**config.mk**
```make
export PLATFORM = sky130hd
export DESIGN_NAME = rs_station
export DESIGN_NICKNAME = d
export VERILOG_FILES = /design/src/rs_cfg_pkg.sv /design/src/rs_types_pkg.sv /design/src/rs_station.sv
export SDC_FILE = /design/constraint.sdc
export NUM_CORES = 1
export LEC_CHECK = 0
export BUFFER_PORTS_ARGS = -buffer_cell sky130_fd_sc_hd__buf_4
export CAP_MARGIN = 20
export CORE_MARGIN = 2
export CORE_UTILIZATION = 45
export CTS_CLUSTER_DIAMETER = 60
export DETAILED_ROUTE_END_ITERATION = 7
export MAX_ROUTING_LAYER = met4
export PLACE_DENSITY_LB_ADDON = 0.15
export SLEW_MARGIN = 40
export SYNTH_ARGS = -nofsm -noshare
export SYNTH_HDL_FRONTEND = slang
export SYNTH_SLANG_ARGS = --single-unit
```
**constraint.sdc**
```tcl
create_clock -name clk -period 3.79 [get_ports clk]
set_clock_uncertainty 0.15 [all_clocks]
set_input_delay 0 -clock clk [delete_from_list [all_inputs] [get_ports clk]]
set_output_delay 0 -clock clk [all_outputs]
set_load 0.01 [all_outputs]
```
**src/rs_cfg_pkg.sv**
```systemverilog
`default_nettype none

// widths shared by the issue stage
package rs_cfg_pkg;

  // physical register tag, 64 registers
  localparam int PREG_W = 6;

  localparam int ROB_W = 5; // rob index
  localparam int XLEN = 32;

  // station depths used when the top is not overridden
  localparam int ARITH_DEPTH_DEF = 4;
  localparam int MULT_DEPTH_DEF = 2;

endpackage

`default_nettype wire

```
**src/rs_types_pkg.sv**
```systemverilog
`default_nettype none

package rs_types_pkg;

  typedef enum logic [1:0] {fu_arith, fu_comp, fu_mult} fu_sel_e;

  typedef enum logic [3:0] {
    op_add, op_sub, op_and, op_or, op_xor, op_slt, op_mul, op_mulh
  } fu_op_e;

  // from rename
  typedef struct packed {
    fu_sel_e                       fu_sel;
    fu_op_e                        fu_op;
    logic [rs_cfg_pkg::PREG_W-1:0] rs1;
    logic [rs_cfg_pkg::PREG_W-1:0] rs2;
    logic                          rs1_rdy;
    logic                          rs2_rdy;
    logic [rs_cfg_pkg::PREG_W-1:0] rd;
    logic [rs_cfg_pkg::ROB_W-1:0]  rob;
    logic                          use_imm;
    logic [31:0]                   imm;
  } issue_pkt_t;

  typedef struct packed {
    logic                          valid;
    logic [rs_cfg_pkg::PREG_W-1:0] tag;
    logic [rs_cfg_pkg::XLEN-1:0]   value;
  } cdb_pkt_t;

  typedef struct packed {
    logic                          busy;
    fu_op_e                        fu_op;
    logic [rs_cfg_pkg::PREG_W-1:0] rs1;
    logic [rs_cfg_pkg::PREG_W-1:0] rs2;
    logic                          rs1_rdy;
    logic                          rs2_rdy;
    logic [rs_cfg_pkg::PREG_W-1:0] rd;
    logic [rs_cfg_pkg::ROB_W-1:0]  rob;
    logic                          use_imm;
    logic [31:0]                   imm;
  } rs_entry_t;

  // toward a functional unit
  typedef struct packed {
    fu_op_e                        fu_op;
    logic [rs_cfg_pkg::PREG_W-1:0] rd;
    logic [rs_cfg_pkg::ROB_W-1:0]  rob;
    logic                          use_imm;
    logic [31:0]                   imm;
    logic [rs_cfg_pkg::XLEN-1:0]   rs1_val;
    logic [rs_cfg_pkg::XLEN-1:0]   rs2_val;
  } dispatch_pkt_t;

  // tag 0 is never broadcast as a result
  function automatic logic cdb_hit(cdb_pkt_t c, logic [rs_cfg_pkg::PREG_W-1:0] tag);
    return c.valid && (c.tag != '0) && (c.tag == tag);
  endfunction

  function automatic dispatch_pkt_t make_dispatch(rs_entry_t e,
                                                  logic [rs_cfg_pkg::XLEN-1:0] v1,
                                                  logic [rs_cfg_pkg::XLEN-1:0] v2);
    dispatch_pkt_t d;
    d.fu_op   = e.fu_op;
    d.rd      = e.rd;
    d.rob     = e.rob;
    d.use_imm = e.use_imm;
    d.imm     = e.imm;
    d.rs1_val = v1;
    d.rs2_val = v2;
    return d;
  endfunction

endpackage

`default_nettype wire

```
**src/rs_station.sv**
```systemverilog
`timescale 1ns/1ps
`default_nettype none

module rs_station #(
  parameter int DEPTH = rs_cfg_pkg::ARITH_DEPTH_DEF
) (
  input  logic                    clk,
  input  logic                    arst_n,
  input  logic                    flush,
  input  logic                    alloc_valid,
  input  rs_types_pkg::issue_pkt_t alloc_pkt,
  output logic                    alloc_ready,
  input  rs_types_pkg::cdb_pkt_t  cdb,
  output logic                    sel_valid,
  output rs_types_pkg::rs_entry_t sel_entry,
  input  logic                    sel_ready
);

  localparam int IDX_W = (DEPTH > 1) ? $clog2(DEPTH) : 1;

  rs_types_pkg::rs_entry_t entries [DEPTH];
  rs_types_pkg::rs_entry_t new_entry;

  logic [IDX_W-1:0] free_idx;
  logic [IDX_W-1:0] pick_idx;
  logic             pick_found;
  logic [IDX_W-1:0] sel_idx;
  logic             hold_vld; // unit stalled last cycle
  logic [IDX_W-1:0] hold_idx;
  logic             take;

  // lowest free slot, scanned from the top so index 0 wins
  always_comb begin
    free_idx    = '0;
    alloc_ready = 1'b0;
    for (int i = DEPTH - 1; i >= 0; i--) begin
      if (!entries[i].busy) begin
        free_idx    = IDX_W'(i);
        alloc_ready = 1'b1;
      end
    end
  end

  // lowest entry with both operands in hand
  always_comb begin
    pick_idx   = '0;
    pick_found = 1'b0;
    for (int i = DEPTH - 1; i >= 0; i--) begin
      if (entries[i].busy && entries[i].rs1_rdy && entries[i].rs2_rdy) begin
        pick_idx   = IDX_W'(i);
        pick_found = 1'b1;
      end
    end
  end

  // a stalled entry keeps the output even if a lower one wakes
  assign sel_idx   = hold_vld ? hold_idx : pick_idx;
  assign sel_valid = hold_vld | pick_found;
  assign sel_entry = entries[sel_idx];
  assign take      = sel_valid & sel_ready;

  // incoming instruction also snoops this cycle's broadcast
  always_comb begin
    new_entry         = '0;
    new_entry.busy    = 1'b1;
    new_entry.fu_op   = alloc_pkt.fu_op;
    new_entry.rs1     = alloc_pkt.rs1;
    new_entry.rs2     = alloc_pkt.rs2;
    new_entry.rs1_rdy = alloc_pkt.rs1_rdy | rs_types_pkg::cdb_hit(cdb, alloc_pkt.rs1);
    new_entry.rs2_rdy = alloc_pkt.rs2_rdy | rs_types_pkg::cdb_hit(cdb, alloc_pkt.rs2);
    new_entry.rd      = alloc_pkt.rd;
    new_entry.rob     = alloc_pkt.rob;
    new_entry.use_imm = alloc_pkt.use_imm;
    new_entry.imm     = alloc_pkt.imm;
  end

  always_ff @(posedge clk or negedge arst_n) begin
    if (!arst_n) begin
      for (int i = 0; i < DEPTH; i++) begin
        entries[i] <= '0;
      end
      hold_vld <= 1'b0;
      hold_idx <= '0;
    end else if (flush) begin
      for (int i = 0; i < DEPTH; i++) begin
        entries[i].busy <= 1'b0;
      end
      hold_vld <= 1'b0;
    end else begin
      // wakeup
      for (int i = 0; i < DEPTH; i++) begin
        if (rs_types_pkg::cdb_hit(cdb, entries[i].rs1)) begin
          entries[i].rs1_rdy <= 1'b1;
        end
        if (rs_types_pkg::cdb_hit(cdb, entries[i].rs2)) begin
          entries[i].rs2_rdy <= 1'b1;
        end
      end
      if (take) begin
        entries[sel_idx].busy <= 1'b0;
      end
      // free slot is never the selected one, no conflict with take
      if (alloc_valid && alloc_ready) begin
        entries[free_idx] <= new_entry;
      end
      hold_vld <= sel_valid & ~sel_ready;
      hold_idx <= sel_idx;
    end
  end

endmodule

`default_nettype wire

```
==> results of run 1 <==
-- per-stage QoR --
| step | area (sq um) | total power, mW | utilization (%) | hold WS, ns | setup WS (ns) |
|---|---|---|---|---|---|
| after detailed placement | 13800 | 4.90 | 51.0 | -0.249 | 1.48 |
| after global routing | 15500 | 8.10 | 57.5 | 0.0432 | 0.754 |
| after global placement | 13700 | 4.84 | 50.8 | 0.0239 | 1.48 |
| final | 15500 | 7.67 | 57.5 | 0.0401 | 0.923 |
| after floorplan | 12400 | 4.30 | - | -0.446 | 2.02 |
| after CTS | 15500 | 7.79 | 57.5 | 0.000126 | 0.902 |
-- power groups by stage --
stage	logic (mW)	registers (mW)	clock network (mW)
2_1_floorplan	0.852	3.44	0
3_3_place_gp	1.33	3.51	0
3_5_place_dp	1.36	3.53	0
4_1_cts	1.46	3.48	2.85
5_1_grt	1.58	3.55	2.97
6_report	1.43	3.48	2.76
-- path summary, 6_finish.rpt --
kind	end	slack, ns	cells after the start
min reg2reg	entries[141]	0.33	1
min	entries[170]	0.04	5
max	sel_entry[25]	0.92	6
max reg2reg	entries[251]	1.06	6
max in group asynchronous	entries[134]	2.16	6
min in group asynchronous	entries[102]	0.40	4
-- worst min-delay path: stages --
cell     delay [ns]
buf_4          0.18
xor2_1         0.17
nor4_1         0.08
a41oi_2        0.18
o21ai_1        0.06
-- cell type report --
| class | instances | area (sq um) | share of cell area (%) |
|---|---|---|---|
| multi-input combinational | 563 | 5680 | 36.7 |
| clock inverter | 14 | 140 | 0.904 |
| tap | 341 | 427 | 2.75 |
| clock buffer | 38 | 810 | 5.22 |
| sequential | 255 | 6380 | 41.1 |
| inverter | 2 | 7.51 | 0.0484 |
| timing repair buffer | 231 | 2060 | 13.3 |
-- cell families (layout without fill, tap and decap cells) --
family                    count (synthesis)  after routing
DFF                                     255            255
and+or+nand+nor                          42             42
xor gates and xnor gates                 60             60
AOI/OAI and AO/OA                        31             31
muxes                                   430            430
buffers and inverters                    58            285
-- sequential cells by signal, indices dropped and copies added, names as in the netlist --
name and count:
entries 252, hold_idx 2, hold_vld 1
-- metal layers --
metal,track usage (%),up-vias
met5,-,-
met4,3.64,0
met3,3.38,30
met2,32.0,132
met1,26.4,3907
li1,-,3600
-- cells in the final DEF, fill, tap and decap left out, types with 3 or more instances in the layout --
| cell type | instances |
|---|---|
| buf_12 | 7 |
| nand2_1 | 12 |
| nor2_1 | 4 |
| clkinv_2 | 7 |
| mux2i_1 | 189 |
| clkbuf_16 | 29 |
| buf_4 | 145 |
| mux2_2 | 5 |
| mux2_1 | 236 |
| nor4_1 | 10 |
| a41oi_2 | 8 |
| xor2_1 | 40 |
| dfrtp_1 | 255 |
| clkbuf_8 | 5 |
| clkbuf_1 | 4 |
| xnor2_1 | 20 |
| o21ai_1 | 7 |
| a21oi_1 | 3 |
| dlygate4sd3_1 | 76 |
| nand3_1 | 5 |
| nand4_1 | 3 |
-- timing repair --
item	4_1_cts	5_1_grt
endpoints found under the hold margin	442	0
gates resized for setup	0	0
hold buffers	77	0
==> results.sh, run 1 <==
export IMPL_synthSimpleGateAreaFrac_pct=1.77
export IMPL_synth_xor_area_share_pct=4.25
export IMPL_synth_cell_type_count=35
export IMPL_io_pins=173
export IMPL_p_leak_nw=7.23
export IMPL_drt_pass1_iter_count=4
export IMPL_worstMarginPinSlew_ns=0.789
export IMPL_async_reset_ff_share_pct=100
export IMPL_synth_area_top_cells="dfrtp_1 (52%), mux2_1 (21%), mux2i_1 (15%)"
export IMPL_n_fill_cell=2194
export IMPL_synthFlopType="dfrtp_1"
export IMPL_p_int_mw=5.64
export IMPL_cp_start_kind="register"
export IMPL_cts_buffer_depth=3
export IMPL_synth_mux_area_share_pct=37.3
export IMPL_initial_core_util_pct=45.9
export IMPL_crit_type="register to primary output"
export IMPL_yosysMostFrequentCell="dfrtp_1"
export IMPL_wl_per_cell_microns=18.7
export IMPL_power_share_sequential_pct=45.4
export IMPL_cts_root_buf="clkbuf_16"
export IMPL_dieWidth_microns=170
export IMPL_period_minus_slack_ns=2.87
export IMPL_yosysWarnings=0
export IMPL_tns_ns=0
export IMPL_synth_cells=876
export IMPL_critPathLaunch="entries[251]"
export IMPL_cellPowerDensity_mw_per_mm2=495
export IMPL_drive_gt1_share_pct=20.1
export IMPL_routabilityCongestion=0.753
export IMPL_overflow=0
export IMPL_h_tree_depth=1
export IMPL_dpl_hpwl_microns=16100
export IMPL_hold_viol_final=0
export IMPL_p_comb_share_pct=18.6
export IMPL_synth_top_area_share_pct=51.6
export IMPL_vdd_drop_max_mv=0.437
export IMPL_end_kind="primary output"
export IMPL_grt_use_total_pct=19.7
export IMPL_cts_sinks=255
export IMPL_ys_ff_latch=255
export IMPL_p_clk_share_pct=36.0
export IMPL_clock_latency_ns=0.54
export IMPL_crit_family="buffers and inverters"
export IMPL_drc=0
export IMPL_cts_made_buffers=29
export IMPL_die_area_sq_mm=0.0288
export IMPL_switching_share_pct=26.5
export IMPL_syn_area_sq_mm=0.0124
export IMPL_top_layer_used="met4"
export IMPL_slowest_delay_ns=0.52
export IMPL_hold_start="cdb[32]"
export IMPL_maxCapViolations=0
export IMPL_final_cells=1444
export IMPL_cts_tree="built"
export IMPL_synth_largest_area_cell="dfrtp_1"
export IMPL_syn_nets=984
export IMPL_crit_top_cell="mux2i_1"
export IMPL_synth_fa_ha_area_share_pct=0
export IMPL_port_buffers=138
export IMPL_grt_max_degree=81
export IMPL_route_met2_wl_microns=12800
export IMPL_setup_viol=0
export IMPL_required_ns=3.64
export IMPL_row_count=60
export IMPL_critPathArrivalTime_ns=2.72
export IMPL_drt_met1_wl_microns=12700
export IMPL_dr_wl_met3_microns=1170
export IMPL_outcome="finished, final reports clean"
export IMPL_synth_top_family_by_area="multiplexers"
export IMPL_synth_compound_area_share_pct=2.45
export IMPL_antenna_found_initial=0
export IMPL_crit_chain="a31oi_4, a32o_4, buf_12, mux2i_1, mux2i_1, buf_4"
export IMPL_path_clk_slew_ns=0.06
export IMPL_hold_path_class="primary input to register"
export IMPL_crit_buf_inv=2
export IMPL_vias=7669
export IMPL_core_area_sq_mm=0.0270
export IMPL_yosysSeqAreaShare_pct=51.6
export IMPL_p_switching_mw=2.03
export IMPL_antenna_cells=0
export IMPL_synth_edff_count=0
export IMPL_first_global_vias=8214
export IMPL_drt_iter0_drc=307
export IMPL_period_share_pct=75.6
export IMPL_path_max_fanout=80
export IMPL_rsz0062_at_grt="no"
export IMPL_wl_microns=27100
export IMPL_ant_nets=0
export IMPL_rr_startpoint="entries[188]"
export IMPL_synth_common_cells="dfrtp_1 (255), mux2_1 (236), mux2i_1 (189)"
export IMPL_drv_slew=0
export IMPL_cpMaxStageDelayCell="dfrtp_1"
export IMPL_num_nets_final=1190
export IMPL_dp_cells=1314
export IMPL_grt_pass1_wl_microns=44000
export IMPL_die_height_microns=170
export IMPL_avgSynthCellArea_sq_um=14.1
export IMPL_slew_headroom_pct=47.4
export IMPL_viasPerCell=5.31
export IMPL_fmax_mhz=349
export IMPL_syn2layout_area_growth_pct=25.4
export IMPL_cts_setup_buffers=0
No activity file was read; power rests on OpenSTA's default activity.
==> inputs of run 2 (changes only) <==
==> constraint.sdc (replaced) <==
create_clock -name clk -period 2.65 [get_ports clk]
set_clock_uncertainty 0.15 [all_clocks]
set_input_delay 0 -clock clk [delete_from_list [all_inputs] [get_ports clk]]
set_output_delay 0 -clock clk [all_outputs]
set_load 0.01 [all_outputs]
==> run 2 against run 1 <==
Die area did not move. Setup slack got worse by 0.81 ns. Hold slack lost 0.013 ns. Clock power increased by 35%. Critical path depth rose by 1. Cell count rose by 1.9%. Cell area up 2.4%. Total power grew 41%. Critical path type unchanged.
==> results.sh, run 2 (same netlist as run 1, synthesis figures left out) <==
export IMPL_outcome="finished, final reports clean"
export IMPL_antenna_cells=0
export IMPL_routabilityCongestion=0.722
export IMPL_num_nets_final=1219
export IMPL_cellPowerDensity_mw_per_mm2=681
export IMPL_dieWidth_microns=170
export IMPL_drc=0
export IMPL_antenna_found_initial=0
export IMPL_drt_iter0_drc=338
export IMPL_worstMarginPinSlew_ns=0.638
export IMPL_h_tree_depth=1
export IMPL_reg_top3="entries: 252 flops, hold_idx: 2 flops, hold_vld: 1 flops"
export IMPL_layout_commonest_cell="dfrtp_1"
export IMPL_hold_path_class="primary input to register"
export IMPL_cts_buffer_depth=3
export IMPL_hold_viol_final=0
export IMPL_p_comb_share_pct=19.4
export IMPL_layout_common_cells="dfrtp_1 (250), mux2_1 (236), mux2i_1 (185), buf_4 (158), dlygate4sd3_1 (80)"
export IMPL_dpl_hpwl_microns=16800
export IMPL_drv_slew=0
export IMPL_clock_latency_ns=0.54
export IMPL_path_max_fanout=18
export IMPL_wl_microns=28000
export IMPL_vias=7789
export IMPL_cts_made_buffers=28
export IMPL_wl_per_cell_microns=19.0
export IMPL_port_buffers=138
export IMPL_core_area_sq_mm=0.0270
export IMPL_crit_type="register to primary output"
export IMPL_rsz0062_at_grt="no"
export IMPL_fmax_mhz=395
export IMPL_path_clk_slew_ns=0.06
export IMPL_n_fill_cell=2220
export IMPL_end_kind="primary output"
export IMPL_power_share_sequential_pct=46.0
export IMPL_p_switching_mw=2.86
export IMPL_grt_use_total_pct=20.4
export IMPL_p_clk_share_pct=34.5
export IMPL_initial_core_util_pct=45.9
export IMPL_ant_nets=0
export IMPL_drive_gt1_share_pct=22.6
export IMPL_place_ws_ns=0.310
export IMPL_cts_tree="built"
export IMPL_p_int_mw=7.96
export IMPL_grt_pass1_wl_microns=45100
export IMPL_cts_root_buf="clkbuf_16"
export IMPL_io_pins=173
export IMPL_p_leak_nw=7.36
export IMPL_slew_headroom_pct=57.1
export IMPL_worst_slack_ns=0.118
export IMPL_vdd_drop_max_mv=0.481
export IMPL_critPathArrivalTime_ns=2.38
export IMPL_syn2layout_area_growth_pct=28.4
export IMPL_cts_sinks=255
export IMPL_period_minus_slack_ns=2.53
export IMPL_overflow=0
export IMPL_period_share_pct=95.5
export IMPL_row_count=60
export IMPL_required_ns=2.50
export IMPL_setup_viol=0
export IMPL_die_area_sq_mm=0.0288
export IMPL_drt_pass1_iter_count=4
export IMPL_regMostFlops="entries"
export IMPL_switching_share_pct=26.4
export IMPL_largest_register_ffs=252
export IMPL_tns_ns=0
export IMPL_die_height_microns=170
export IMPL_grt_max_degree=77
export IMPL_first_global_vias=8345
export IMPL_viasPerCell=5.30
export IMPL_cp_start_kind="register"
export IMPL_maxCapViolations=0
==> run 2: cell types whose count changed in the layout (fill, tap and decap cells not counted), moves of 3 or more <==
cell	before	now
buf_4	145	158
buf_12	7	16
dfrtp_1	255	250
dfrtp_2	0	5
dlygate4sd3_1	76	80
mux2i_1	189	185
mux2i_2	0	4
clkbuf_1	4	7
clkinv_2	7	4
nand3_1	5	2
==> run 2: what timing repair did <==
action,in CTS,in global routing
setup buffers,6,9
endpoints found under the hold margin,510,0
cloned,3,1
gates resized for setup,6,12
pin swaps,3,3
hold buffers,80,0
endpoints found under the setup margin,60,54
==> run 2: power by group through the flow <==
stage	clock, mW	combinational, mW	sequential [mW]
2_1_floorplan	0	1.22	4.92
3_3_place_gp	0	1.91	5.02
3_5_place_dp	0	1.95	5.04
4_1_cts	3.86	2.10	4.98
5_1_grt	4.03	2.33	5.08
6_report	3.73	2.10	4.98
==> run 2: cell type report <==
cell class	instances	area [sq um]	share of cell area (%)
Clock inverter	8	81.3	0.512
Sequential cell	255	6390	40.2
Multi-Input combinational cell	565	5760	36.3
Clock buffer	41	810	5.10
Inverter	2	7.51	0.0473
Tap cell	341	427	2.69
Timing Repair Buffer	259	2400	15.1
==> run 2: through the flow <==
stage	util [%]	area [sq um]	total power, mW	std cells	hold slack [ns]
6_report	58.9	15900	10.8	1471	0.0273
2_1_floorplan	-	12400	6.14	876	-0.446
3_5_place_dp	51.6	13900	7.00	1323	-0.116
3_3_place_gp	51.6	13900	6.94	1323	-0.120
4_1_cts	58.3	15700	10.9	1461	0.00312
5_1_grt	58.9	15900	11.4	1471	0.0476
==> run 2: critical path, cell delays in order (launching register included) <==
cell,delay [ns]
dfrtp_1,0.45
a31oi_4,0.26
a32o_4,0.28
buf_4,0.14
buf_12,0.17
mux2i_1,0.27
mux2i_1,0.11
buf_4,0.15
==> run 2: final timing paths <==
| check | from | to | slack (ns) | depth (start not counted) |
|---|---|---|---|---|
| max in group asynchronous | arst_n | entries[133] | 1.14 | 4 |
| setup / recovery | entries[234] | sel_entry[48] | 0.12 | 7 |
| min in group asynchronous | arst_n | entries[39] | 0.40 | 3 |
| hold reg to reg | entries[165] | entries[165] | 0.33 | 1 |
| hold / removal | cdb[33] | entries[45] | 0.03 | 5 |
| setup reg to reg | entries[125] | entries[251] | 0.25 | 8 |
==> run 2: routing by layer <==
metal,track usage [%],part of all wire (%),vias up
met5,-,0,-
met4,4.35,1.4,0
met3,3.66,4.3,30
met2,34.0,48,139
met1,26.2,46,3965
li1,-,-,3655
